### src/emu_macros.svh
`ifndef EMU_MACROS_SVH
`define EMU_MACROS_SVH

// Bus and counter widths
`define EMU_ADDR_W          12
`define EMU_DATA_W          32
`define EMU_CYCLE_W         64
`define EMU_TRIG_W          32

// Register map
`define EMU_STAT            12'h000
`define EMU_TRIG_STAT       12'h004
`define EMU_CYCLE_LO        12'h008
`define EMU_CYCLE_HI        12'h00C
`define EMU_STEP            12'h010

// EMU_STAT bit positions, bit 31 is read-only
`define EMU_STAT_PAUSE_BIT  0
`define EMU_STAT_RST_BIT    1
`define EMU_STAT_STEP_BIT   31

// AXI response codes
`define EMU_RESP_OKAY       2'd0
`define EMU_RESP_SLVERR     2'd2

`endif

### src/emu_pkg.sv
`default_nettype none

`include "emu_macros.svh"

package emu_pkg;

    typedef logic [`EMU_ADDR_W-1:0]  csr_addr_t;
    typedef logic [`EMU_DATA_W-1:0]  csr_data_t;
    typedef logic [`EMU_CYCLE_W-1:0] cycle_t;
    typedef logic [`EMU_TRIG_W-1:0]  trig_t;

    // One register write, valid is a single-cycle pulse
    typedef struct packed {
        logic      valid;
        csr_addr_t addr;
        csr_data_t data;
    } csr_write_t;

    // Everything the read port can return
    typedef struct packed {
        logic      pause;
        logic      design_rst;
        logic      step_trig;
        trig_t     trig_stat;
        cycle_t    cycle;
        csr_data_t step;
    } emu_regs_t;

endpackage

`default_nettype wire

### src/csr_read_port.sv
`timescale 1ns/10ps
`default_nettype none

`include "emu_macros.svh"

module csr_read_port (
    input  wire                      clk,
    input  wire                      rst,
    input  wire                      arvalid,
    output logic                     arready,
    input  wire emu_pkg::csr_addr_t  araddr,
    output logic                     rvalid,
    input  wire                      rready,
    output emu_pkg::csr_data_t       rdata,
    output logic [1:0]               rresp,
    input  wire emu_pkg::emu_regs_t  regs
);

    typedef enum logic [1:0] {
        RD_IDLE,
        RD_ADDR,
        RD_DATA
    } rd_state_t;

    rd_state_t          state;
    emu_pkg::csr_addr_t addr_q;
    emu_pkg::csr_data_t rdata_q;
    emu_pkg::csr_data_t mux_data;
    emu_pkg::csr_data_t stat_word;

    assign arready = (state == RD_IDLE);
    assign rvalid  = (state == RD_DATA);
    assign rdata   = rdata_q;
    assign rresp   = `EMU_RESP_OKAY;

    always_comb begin
        stat_word = '0;
        stat_word[`EMU_STAT_PAUSE_BIT] = regs.pause;
        stat_word[`EMU_STAT_RST_BIT]   = regs.design_rst;
        stat_word[`EMU_STAT_STEP_BIT]  = regs.step_trig;
    end

    // Unmapped offsets fall through to zero
    always_comb begin
        case (addr_q)
            `EMU_STAT:      mux_data = stat_word;
            `EMU_TRIG_STAT: mux_data = regs.trig_stat;
            `EMU_CYCLE_LO:  mux_data = regs.cycle[`EMU_DATA_W-1:0];
            `EMU_CYCLE_HI:  mux_data = regs.cycle[`EMU_CYCLE_W-1:`EMU_DATA_W];
            `EMU_STEP:      mux_data = regs.step;
            default:        mux_data = '0;
        endcase
    end

    always_ff @(posedge clk) begin
        if (arvalid && arready) begin
            addr_q <= araddr;
        end
        if (state == RD_ADDR) begin
            rdata_q <= mux_data;
        end
    end

    always_ff @(posedge clk) begin
        if (rst) begin
            state <= RD_IDLE;
        end else begin
            case (state)
                RD_IDLE: if (arvalid) state <= RD_ADDR;
                RD_ADDR: state <= RD_DATA;
                // Word holds until the master takes it
                RD_DATA: if (rready) state <= RD_IDLE;
                default: state <= RD_IDLE;
            endcase
        end
    end

endmodule

`default_nettype wire

### src/csr_write_port.sv
`timescale 1ns/10ps
`default_nettype none

`include "emu_macros.svh"

module csr_write_port (
    input  wire                      clk,
    input  wire                      rst,
    input  wire                      awvalid,
    output logic                     awready,
    input  wire emu_pkg::csr_addr_t  awaddr,
    input  wire                      wvalid,
    output logic                     wready,
    input  wire emu_pkg::csr_data_t  wdata,
    input  wire [3:0]                wstrb,
    output logic                     bvalid,
    input  wire                      bready,
    output logic [1:0]               bresp,
    output emu_pkg::csr_write_t      wr
);

    emu_pkg::csr_addr_t addr_q;
    emu_pkg::csr_data_t data_q;
    logic               addr_held;
    logic               data_held;
    logic               strb_err;
    logic               wr_valid;
    logic               issue;
    logic               resp_err;
    logic               resp_valid;

    assign awready = !addr_held && !issue && !resp_valid;
    assign wready  = !data_held;
    assign bvalid  = resp_valid;
    assign bresp   = resp_err ? `EMU_RESP_SLVERR : `EMU_RESP_OKAY;

    // Holding regs stay put through the pulse cycle, so they double as the payload
    assign wr = '{valid: wr_valid, addr: addr_q, data: data_q};

    always_ff @(posedge clk) begin
        if (awvalid && awready) begin
            addr_q <= awaddr;
        end
        if (wvalid && wready) begin
            data_q <= wdata;
        end
    end

    always_ff @(posedge clk) begin
        if (rst) begin
            addr_held  <= 1'b0;
            data_held  <= 1'b0;
            strb_err   <= 1'b0;
            wr_valid   <= 1'b0;
            issue      <= 1'b0;
            resp_err   <= 1'b0;
            resp_valid <= 1'b0;
        end else begin
            wr_valid <= 1'b0;
            if (awvalid && awready) begin
                addr_held <= 1'b1;
            end
            if (wvalid && wready) begin
                data_held <= 1'b1;
                strb_err  <= !(&wstrb);
            end
            // Both halves present, fire the write unless strobes were partial
            if (addr_held && data_held) begin
                addr_held <= 1'b0;
                data_held <= 1'b0;
                wr_valid  <= !strb_err;
                issue     <= 1'b1;
                resp_err  <= strb_err;
            end
            // Response goes out as the register updates
            if (issue) begin
                issue      <= 1'b0;
                resp_valid <= 1'b1;
            end
            if (bvalid && bready) begin
                resp_valid <= 1'b0;
            end
        end
    end

endmodule

`default_nettype wire

### src/emu_ctrl_top.sv
`timescale 1ns/10ps
`default_nettype none

`include "emu_macros.svh"

module emu_ctrl_top (
    input  wire                      clk,
    input  wire                      rst,
    // AXI4-Lite slave
    input  wire                      awvalid,
    output logic                     awready,
    input  wire emu_pkg::csr_addr_t  awaddr,
    input  wire                      wvalid,
    output logic                     wready,
    input  wire emu_pkg::csr_data_t  wdata,
    input  wire [3:0]                wstrb,
    output logic                     bvalid,
    input  wire                      bready,
    output logic [1:0]               bresp,
    input  wire                      arvalid,
    output logic                     arready,
    input  wire emu_pkg::csr_addr_t  araddr,
    output logic                     rvalid,
    input  wire                      rready,
    output emu_pkg::csr_data_t       rdata,
    output logic [1:0]               rresp,
    // Emulated design pins
    input  wire emu_pkg::trig_t      dut_trig,
    output logic                     dut_clk_en,
    output logic                     dut_rst
);

    emu_pkg::csr_write_t wr;
    emu_pkg::emu_regs_t  regs;

    csr_write_port csr_write_port_i (
        .clk     (clk),
        .rst     (rst),
        .awvalid (awvalid),
        .awready (awready),
        .awaddr  (awaddr),
        .wvalid  (wvalid),
        .wready  (wready),
        .wdata   (wdata),
        .wstrb   (wstrb),
        .bvalid  (bvalid),
        .bready  (bready),
        .bresp   (bresp),
        .wr      (wr)
    );

    csr_read_port csr_read_port_i (
        .clk     (clk),
        .rst     (rst),
        .arvalid (arvalid),
        .arready (arready),
        .araddr  (araddr),
        .rvalid  (rvalid),
        .rready  (rready),
        .rdata   (rdata),
        .rresp   (rresp),
        .regs    (regs)
    );

    run_control run_control_i (
        .clk        (clk),
        .rst        (rst),
        .wr         (wr),
        .dut_trig   (dut_trig),
        .regs       (regs),
        .dut_clk_en (dut_clk_en),
        .dut_rst    (dut_rst)
    );

endmodule

`default_nettype wire

### src/run_control.sv
`timescale 1ns/10ps
`default_nettype none

`include "emu_macros.svh"

module run_control (
    input  wire                       clk,
    input  wire                       rst,
    input  wire emu_pkg::csr_write_t  wr,
    input  wire emu_pkg::trig_t       dut_trig,
    output emu_pkg::emu_regs_t        regs,
    output logic                      dut_clk_en,
    output logic                      dut_rst
);

    logic               pause;
    logic               design_rst;
    logic               step_flag;
    emu_pkg::trig_t     trig_stat;
    emu_pkg::cycle_t    cycle;
    emu_pkg::csr_data_t step;
    emu_pkg::csr_data_t step_next;
    logic               step_trig;
    logic               trigger;
    logic               wr_stat;
    logic               wr_cycle_lo;
    logic               wr_cycle_hi;
    logic               wr_step;

    // Write address decode
    assign wr_stat     = wr.valid && (wr.addr == `EMU_STAT);
    assign wr_cycle_lo = wr.valid && (wr.addr == `EMU_CYCLE_LO);
    assign wr_cycle_hi = wr.valid && (wr.addr == `EMU_CYCLE_HI);
    assign wr_step     = wr.valid && (wr.addr == `EMU_STEP);

    // Countdown only moves while running and sticks at zero
    always_comb begin
        if (pause) begin
            step_next = step;
        end else if (step != '0) begin
            step_next = step - 1'b1;
        end else begin
            step_next = '0;
        end
    end

    assign step_trig = (step != '0) && (step_next == '0);
    assign trigger   = step_trig || (|dut_trig);

    always_ff @(posedge clk) begin
        if (rst) begin
            pause      <= 1'b1;
            design_rst <= 1'b1;
            step_flag  <= 1'b0;
            trig_stat  <= '0;
        end else if (trigger) begin
            pause      <= 1'b1;
            step_flag  <= step_trig;
            trig_stat  <= dut_trig;
        end else if (wr_stat) begin
            pause      <= wr.data[`EMU_STAT_PAUSE_BIT];
            design_rst <= wr.data[`EMU_STAT_RST_BIT];
        end
    end

    // Cycle counter, software may only load it while paused
    always_ff @(posedge clk) begin
        if (rst) begin
            cycle <= '0;
        end else if (!pause) begin
            cycle <= cycle + 1'b1;
        end else begin
            if (wr_cycle_lo) cycle[`EMU_DATA_W-1:0] <= wr.data;
            if (wr_cycle_hi) cycle[`EMU_CYCLE_W-1:`EMU_DATA_W] <= wr.data;
        end
    end

    always_ff @(posedge clk) begin
        if (rst) begin
            step <= '0;
        end else if (wr_step) begin
            step <= wr.data;
        end else begin
            step <= step_next;
        end
    end

    always_comb begin
        regs.pause      = pause;
        regs.design_rst = design_rst;
        regs.step_trig  = step_flag;
        regs.trig_stat  = trig_stat;
        regs.cycle      = cycle;
        regs.step       = step;
    end

    assign dut_clk_en = !pause;
    assign dut_rst    = design_rst;

endmodule

`default_nettype wire

### config.mk
export PLATFORM = sky130hd
export DESIGN_NAME = emu_ctrl_top
export DESIGN_NICKNAME = d
export VERILOG_FILES = /design/src/emu_pkg.sv /design/src/csr_read_port.sv /design/src/csr_write_port.sv /design/src/emu_ctrl_top.sv /design/src/run_control.sv
export VERILOG_INCLUDE_DIRS = /design/src /design/src/src
export SDC_FILE = /design/constraint.sdc
export NUM_CORES = 1
export LEC_CHECK = 0
export BUFFER_PORTS_ARGS = -buffer_cell sky130_fd_sc_hd__buf_2
export CORE_AREA = 2 2 140 142
export DETAILED_ROUTE_END_ITERATION = 6
export DIE_AREA = 0 0 142 144
export PLACE_DENSITY = 0.81
export SKIP_LAST_GASP = 1
export SLEW_MARGIN = 30
export SYNTH_ARGS = -nofsm -noshare
export SYNTH_HDL_FRONTEND = slang
export SYNTH_SLANG_ARGS = --single-unit
### constraint.sdc
create_clock -name clk -period 5.75 [get_ports clk]
set_input_delay 1.15 -clock clk [delete_from_list [all_inputs] [get_ports clk]]
set_output_delay 1.15 -clock clk [all_outputs]
set_load 0.05 [all_outputs]
## Word level (Yosys, flattened, before mapping)

Index checks and enable logic that the tools add are counted.

| storage, ports and cells | value |
|---|---|
| register bits | 228 |
| output and inout bits | 43 |
| logic and storage cells | 82 |

| cells by class | value |
|---|---|
| add/subtract/negate cells | 2 |
| equal/unequal tests | 13 |
| muxes and demuxes | 12 |
| bitwise logic cells | 2 |
| reductions and logical operators | 34 |

Operators by type and width:

| operator | count |
|---|---|
| 32-bit two-way mux | 5 |
| 32-bit case mux with 5 select lines | 1 |
| 64-bit by 1-bit adder with 64-bit output (second input constant) | 1 |
| 64-bit two-way mux | 1 |
| 12-bit by 4-bit equality test with 1-bit output (second input constant) | 4 |
| 32-bit logical NOT | 1 |
| 32-bit nonzero test | 1 |
| 32-bit OR reduction | 1 |
| 32-bit by 1-bit subtractor with 32-bit output (second input constant) | 1 |
| 12-bit by 5-bit equality test with 1-bit output (second input constant) | 2 |
| 12-bit logical NOT | 2 |
| 12-bit by 3-bit equality test with 1-bit output (second input constant) | 1 |
| 1-bit logical AND | 12 |
| 2-bit OR reduction | 5 |
| 1-bit logical NOT | 7 |
| 2-bit two-way mux | 3 |
| 2-bit != test (second input constant) | 3 |
| 2-bit case mux with 3 select lines | 1 |
| 2-bit AND reduction | 2 |
| 4-bit AND reduction | 1 |
| 2-bit by 1-bit equality test with 1-bit output (second input constant) | 1 |
| 2-bit equality test (second input constant) | 1 |
| 2-bit logical NOT | 1 |
| 2-bit by 1-bit != test with 1-bit output (second input constant) | 1 |
| other kinds (3) | 4 |

## Longest topological paths before layout

| logic depth | value |
|---|---|
| depth in word-level cells | 8 |
| mapped depth | 13 |
| mapped depth without buffers | 10 |

## Hierarchy

Synthesis repeated with hierarchy kept, for this count alone.

| unflattened totals | value |
|---|---|
| cells, all modules | 1,154 |
| area, all modules | 11,461.0 sq um |

Modules (own cells, without submodules):

| module | times used | cells an instance | area an instance (sq um) | sequential area each (sq um) |
|---|---|---|---|---|
| run_control | 1 | 888 | 7,368.3 | 2,622.5 |
| csr_read_port | 1 | 190 | 2,463.6 | 1,361.3 |
| csr_write_port | 1 | 76 | 1,629.1 | 1,461.4 |

## Least setup slack after synthesis

OpenSTA, ideal clock, no wires.

| timing | value |
|---|---|
| path type | input -> register |
| start point | input port wvalid |
| end point | register csr_write_port_i.strb_err |
| setup time | 128 ps |
| arrival | 3,036 ps |
| path slack | 2,587 ps |
| stages | 3 |
| path buffers | 0 |
| path through | nor2b_1 -> mux2i_1 -> nor2_1 |

| between the ends | value |
|---|---|
| longest elaborated chain between the ends | 1 |

Ends and longest elaborated chain:

| what | RTL line | source |
|---|---|---|
| start: declaration | emu_ctrl_top.sv:13 | `input wire wvalid,` |
| 1-bit logical AND | csr_write_port.sv:63 | `if (wvalid && wready) begin` |
| end signal: assignment | csr_write_port.sv:65 | `strb_err <= !(&wstrb);` |
| end: declaration | csr_write_port.sv:26 | `logic strb_err;` |

Every way passes these cells.
A chain may end at the register's enable or synchronous reset.

## Worst setup path in the final report

| timing | value |
|---|---|
| start point | register run_control_i.pause |
| end point | output port dut_clk_en |

| between the ends | value |
|---|---|
| longest elaborated chain between the ends | 1 |

Ends and longest elaborated chain:

| what | RTL line | source |
|---|---|---|
| start: declaration | run_control.sv:16 | `logic pause;` |
| start signal: assignment | run_control.sv:61 | `` pause <= wr.data[`EMU_STAT_PAUSE_BIT]; `` |
| 1-bit logical NOT | - |  |
| end: declaration | emu_ctrl_top.sv:29 | `output logic dut_clk_en,` |

Every way passes these cells.

==> reports/metrics.csv <==
metric,value,unit
Lkg Pwr,4.81,nW
Tcrit/Tclk final,73.3,%
CP max-delay cell,dfxtp_4,
fin crit period,4.22,ns
syn_area_per_cell,9.49,um^2
Internal,2.71,mW
PostCTS Resize Cnt,0,
global-route wire length before repair,50200,um
first-pass detailed-route iteration total,7,
number of DRC markers in iteration 0,1213,
Seq pwr share,50.8,%
Starting Density,58.5,%
Final setup viols,0,
Clock power frac,44.8,%
DP Wirelength,22300,um
drt drc,0,
final max-slew violation count,0,
total CTS buffers,24,
WHS,0.459,ns
CP arrival,3.07,ns
CTS tree,done,
fin cells,1531,
layout cell share with drive strength beyond 1,16.7,%
I/O Buffers,138,
fill count,1507,
CP cell instances,buf_4 > clkinv_1 > buf_2,
CP peak stage delay,0.77,ns
Max Cap Viol,0,
initial antenna violation count,0,
hold buffers post-CTS,0,
"EDFF count, synth",88,
Gate power share,4.4,%
synthesis-stage register bit count,228,
DP Cell Count,1486,
top fanout value on the critical path,66,
Peak Freq,0.237,GHz
normalized max-slew margin,33.4,%
total power,3.49,mW
setup bufs post-CTS,0,
net switching power,780,uW
core area,0.0191,mm^2
Clock transition at path regs,0.06,ns
synthesized area,0.0112,mm^2
gpl congestion,0.959,
worst endpoint required time,4.60,ns
Vias,9778,
NumNets Final,1376,
Layout area overhead,14.4,%
Final Hold Vio Count,0,
Peak VDD IR,0.235,mV
Rows,51,
dpl cell area,0.0120,mm^2
Slew @ Worst Pin,0.990,ns
full die area,0.0204,mm^2
ANT nets after route,0,
worst skew pair latency,0.52,ns
Critical Path End Type,output pin,
Post-synth top flop,dfxtp_1,
die width,142,um
Cell variety after synth,61,
clock buffer depth,3,
GRT Overall Usage,31.4,%
RSZ-0062 raised after global routing,false,
Clock Sinks,228,
CTS root buf,clkbuf_16,
via-per-instance ratio,6.39,
setup TNS,0,ns
Mapped Cells,1177,
register area share after synthesis,48.8,%
Syn. warnings,0,
Die Span Y,144,um
average wire per standard cell,21.1,um
Pwr per Cell Area,274,mW/mm^2
Sw Share,22.3,%
skew final,0.0175,ns
async set-or-reset flop fraction in the synthesized netlist,0,%
# IOs,142,
gr ovfl total,0,
vias in the first global route,9181,
largest net degree at the start of global routing,67,
Hold WC Path Type,reg -> reg,
CTS H-tree depth,1,
CP top delay family,buffers and inverters,
kind of critical path,reg -> out,
crit path buf inv count,3,
ant diodes,0,
final instance area,0.0128,mm^2
status,completed,
WL final,32300,um
Setup crit start kind,flip-flop,
[kinds of logic (layout without fill, tap and decap cells)]
logic type / count (synthesis) / count (layout) / share of synthesized area [%]
and+or+nand+nor: 508 / 508 / 22.0
DFF: 228 / 228 / 48.8
AOI/OAI and AO/OA: 204 / 204 / 14.6
buffers and inverters: 112 / 226 / 4.38
xor gates and xnor gates: 84 / 84 / 6.59
muxes: 38 / 38 / 3.43
adders and majority gates: 2 / 2 / 0.224
other: 1 / 3 / 0.0336
[area by class of cell]
type | count | area, um^2 | area share (%)
flip-flops and latches | 228 | 5450 | 42.6
multi-input cells | 839 | 5290 | 41.4
clock inverters | 6 | 85.1 | 0.666
well taps | 238 | 298 | 2.33
clock buffers | 38 | 704 | 5.51
inverters | 29 | 109 | 0.852
repair buffers | 153 | 843 | 6.60
[tightest hold or removal path, stage by stage (launching register included)]
cell,delay [ns]
dfxtp_1,0.31
nand2_1,0.05
a21oi_1,0.05
[sequential cells by signal, indices dropped and copies added, names as in the netlist]
name                        flops
run_control_i.cycle            64
csr_read_port_i.rdata          32
csr_write_port_i.data_q        32
run_control_i.step             32
run_control_i.trig_stat        32
csr_read_port_i.addr_q         12
csr_write_port_i.addr_q        12
csr_read_port_i.state           2
csr_write_port_i.addr_held      1
csr_write_port_i.bvalid         1
csr_write_port_i.data_held      1
csr_write_port_i.issue          1
csr_write_port_i.resp_err       1
csr_write_port_i.strb_err       1
csr_write_port_i.wr_valid       1
run_control_i.dut_rst           1
run_control_i.pause             1
run_control_i.step_flag         1
[per-stage QoR]
| step | util, % | setup slack, ns |
|---|---|---|
| 2_1_floorplan | - | 2.59 |
| 3_3_place_gp | 62.5 | 2.08 |
| 3_5_place_dp | 62.7 | 2.00 |
| 4_1_cts | 66.8 | 1.61 |
| 5_1_grt | 67.0 | 1.44 |
| 6_report | 67.0 | 1.53 |
[cell usage after synthesis, types with 3 or more instances]
cell type,count,share of area (%)
nand2_1,172,5.8
dfxtp_1,140,25
nor2_1,120,4.0
edfxtp_1,88,24
xnor2_1,59,4.6
clkbuf_1,57,1.9
nand3_1,44,2.0
mux2i_1,36,3.2
a211oi_1,34,2.3
nand4_1,33,1.8
a222oi_1,32,2.9
a22o_1,32,2.5
nor3_1,31,1.4
nor4_1,30,1.7
inv_1,28,0.94
a311oi_1,27,2.1
xor2_1,25,2.0
a21oi_1,23,1.0
a22oi_1,19,1.3
and3_1,16,0.90
or3_1,12,0.67
buf_1,11,0.37
o21ai_0,11,0.49
and2_1,10,0.56
buf_6,6,0.60
nor2b_1,6,0.34
or4_1,6,0.40
buf_4,5,0.34
nor3_2,5,0.45
buf_2,4,0.18
o22ai_1,4,0.22
a31oi_1,3,0.17
and4_1,3,0.24
nor3b_1,3,0.20
nor4_2,3,0.34
o41ai_1,3,0.24
or2_2,3,0.17
[routing by layer]
layer,track usage (%),vias up,wire [um]
met2,47.9,536,14300
met3,6.62,62,3420
met1,45.0,4630,13800
met5,0,-,0
li1,-,4550,-
met4,9.53,0,741
[cell usage in the layout (no fill, tap or decap), types with 3 or more instances in the layout]
master / count
nor2_1: 118
xor2_1: 25
inv_1: 28
clkbuf_8: 3
and4_1: 3
or2_2: 3
o22ai_1: 4
a311oi_1: 27
nor4_1: 30
buf_2: 138
nand2_1: 172
xnor2_1: 59
nor4_2: 3
dfxtp_1: 139
and2_1: 10
o41ai_1: 3
a21oi_1: 23
buf_4: 13
clkbuf_1: 10
nor3_1: 30
conb_1: 3
a22oi_1: 19
or4_1: 6
o21ai_0: 11
a222oi_1: 32
edfxtp_1: 88
nor3_2: 6
nand4_1: 33
nand3_1: 44
a31oi_1: 3
nor2b_1: 4
and3_1: 16
or3_1: 12
clkbuf_16: 25
a211oi_1: 34
a22o_1: 32
mux2i_1: 36
[power by group through the flow]
stage | logic [mW] | clock network (mW) | registers (mW)
final | 0.155 | 1.56 | 1.78
after global routing | 0.166 | 1.64 | 1.78
after CTS | 0.152 | 1.58 | 1.77
after detailed placement | 0.151 | 0 | 1.81
after global placement | 0.145 | 0 | 1.81
after floorplan | 0.0647 | 0 | 1.81
[worst paths after layout]
| check | startpoint | to | slack (ns) | cells past startpoint |
|---|---|---|---|---|
| max | run_control_i.pause | dut_clk_en | 1.53 | 3 |
| min reg2reg | csr_write_port_i.resp_err | csr_write_port_i.resp_err | 0.46 | 2 |
| min | csr_write_port_i.resp_err | csr_write_port_i.resp_err | 0.46 | 2 |
| max reg2reg | run_control_i.pause | run_control_i.pause | 1.95 | 8 |
(Power assumes the default switching activity.)
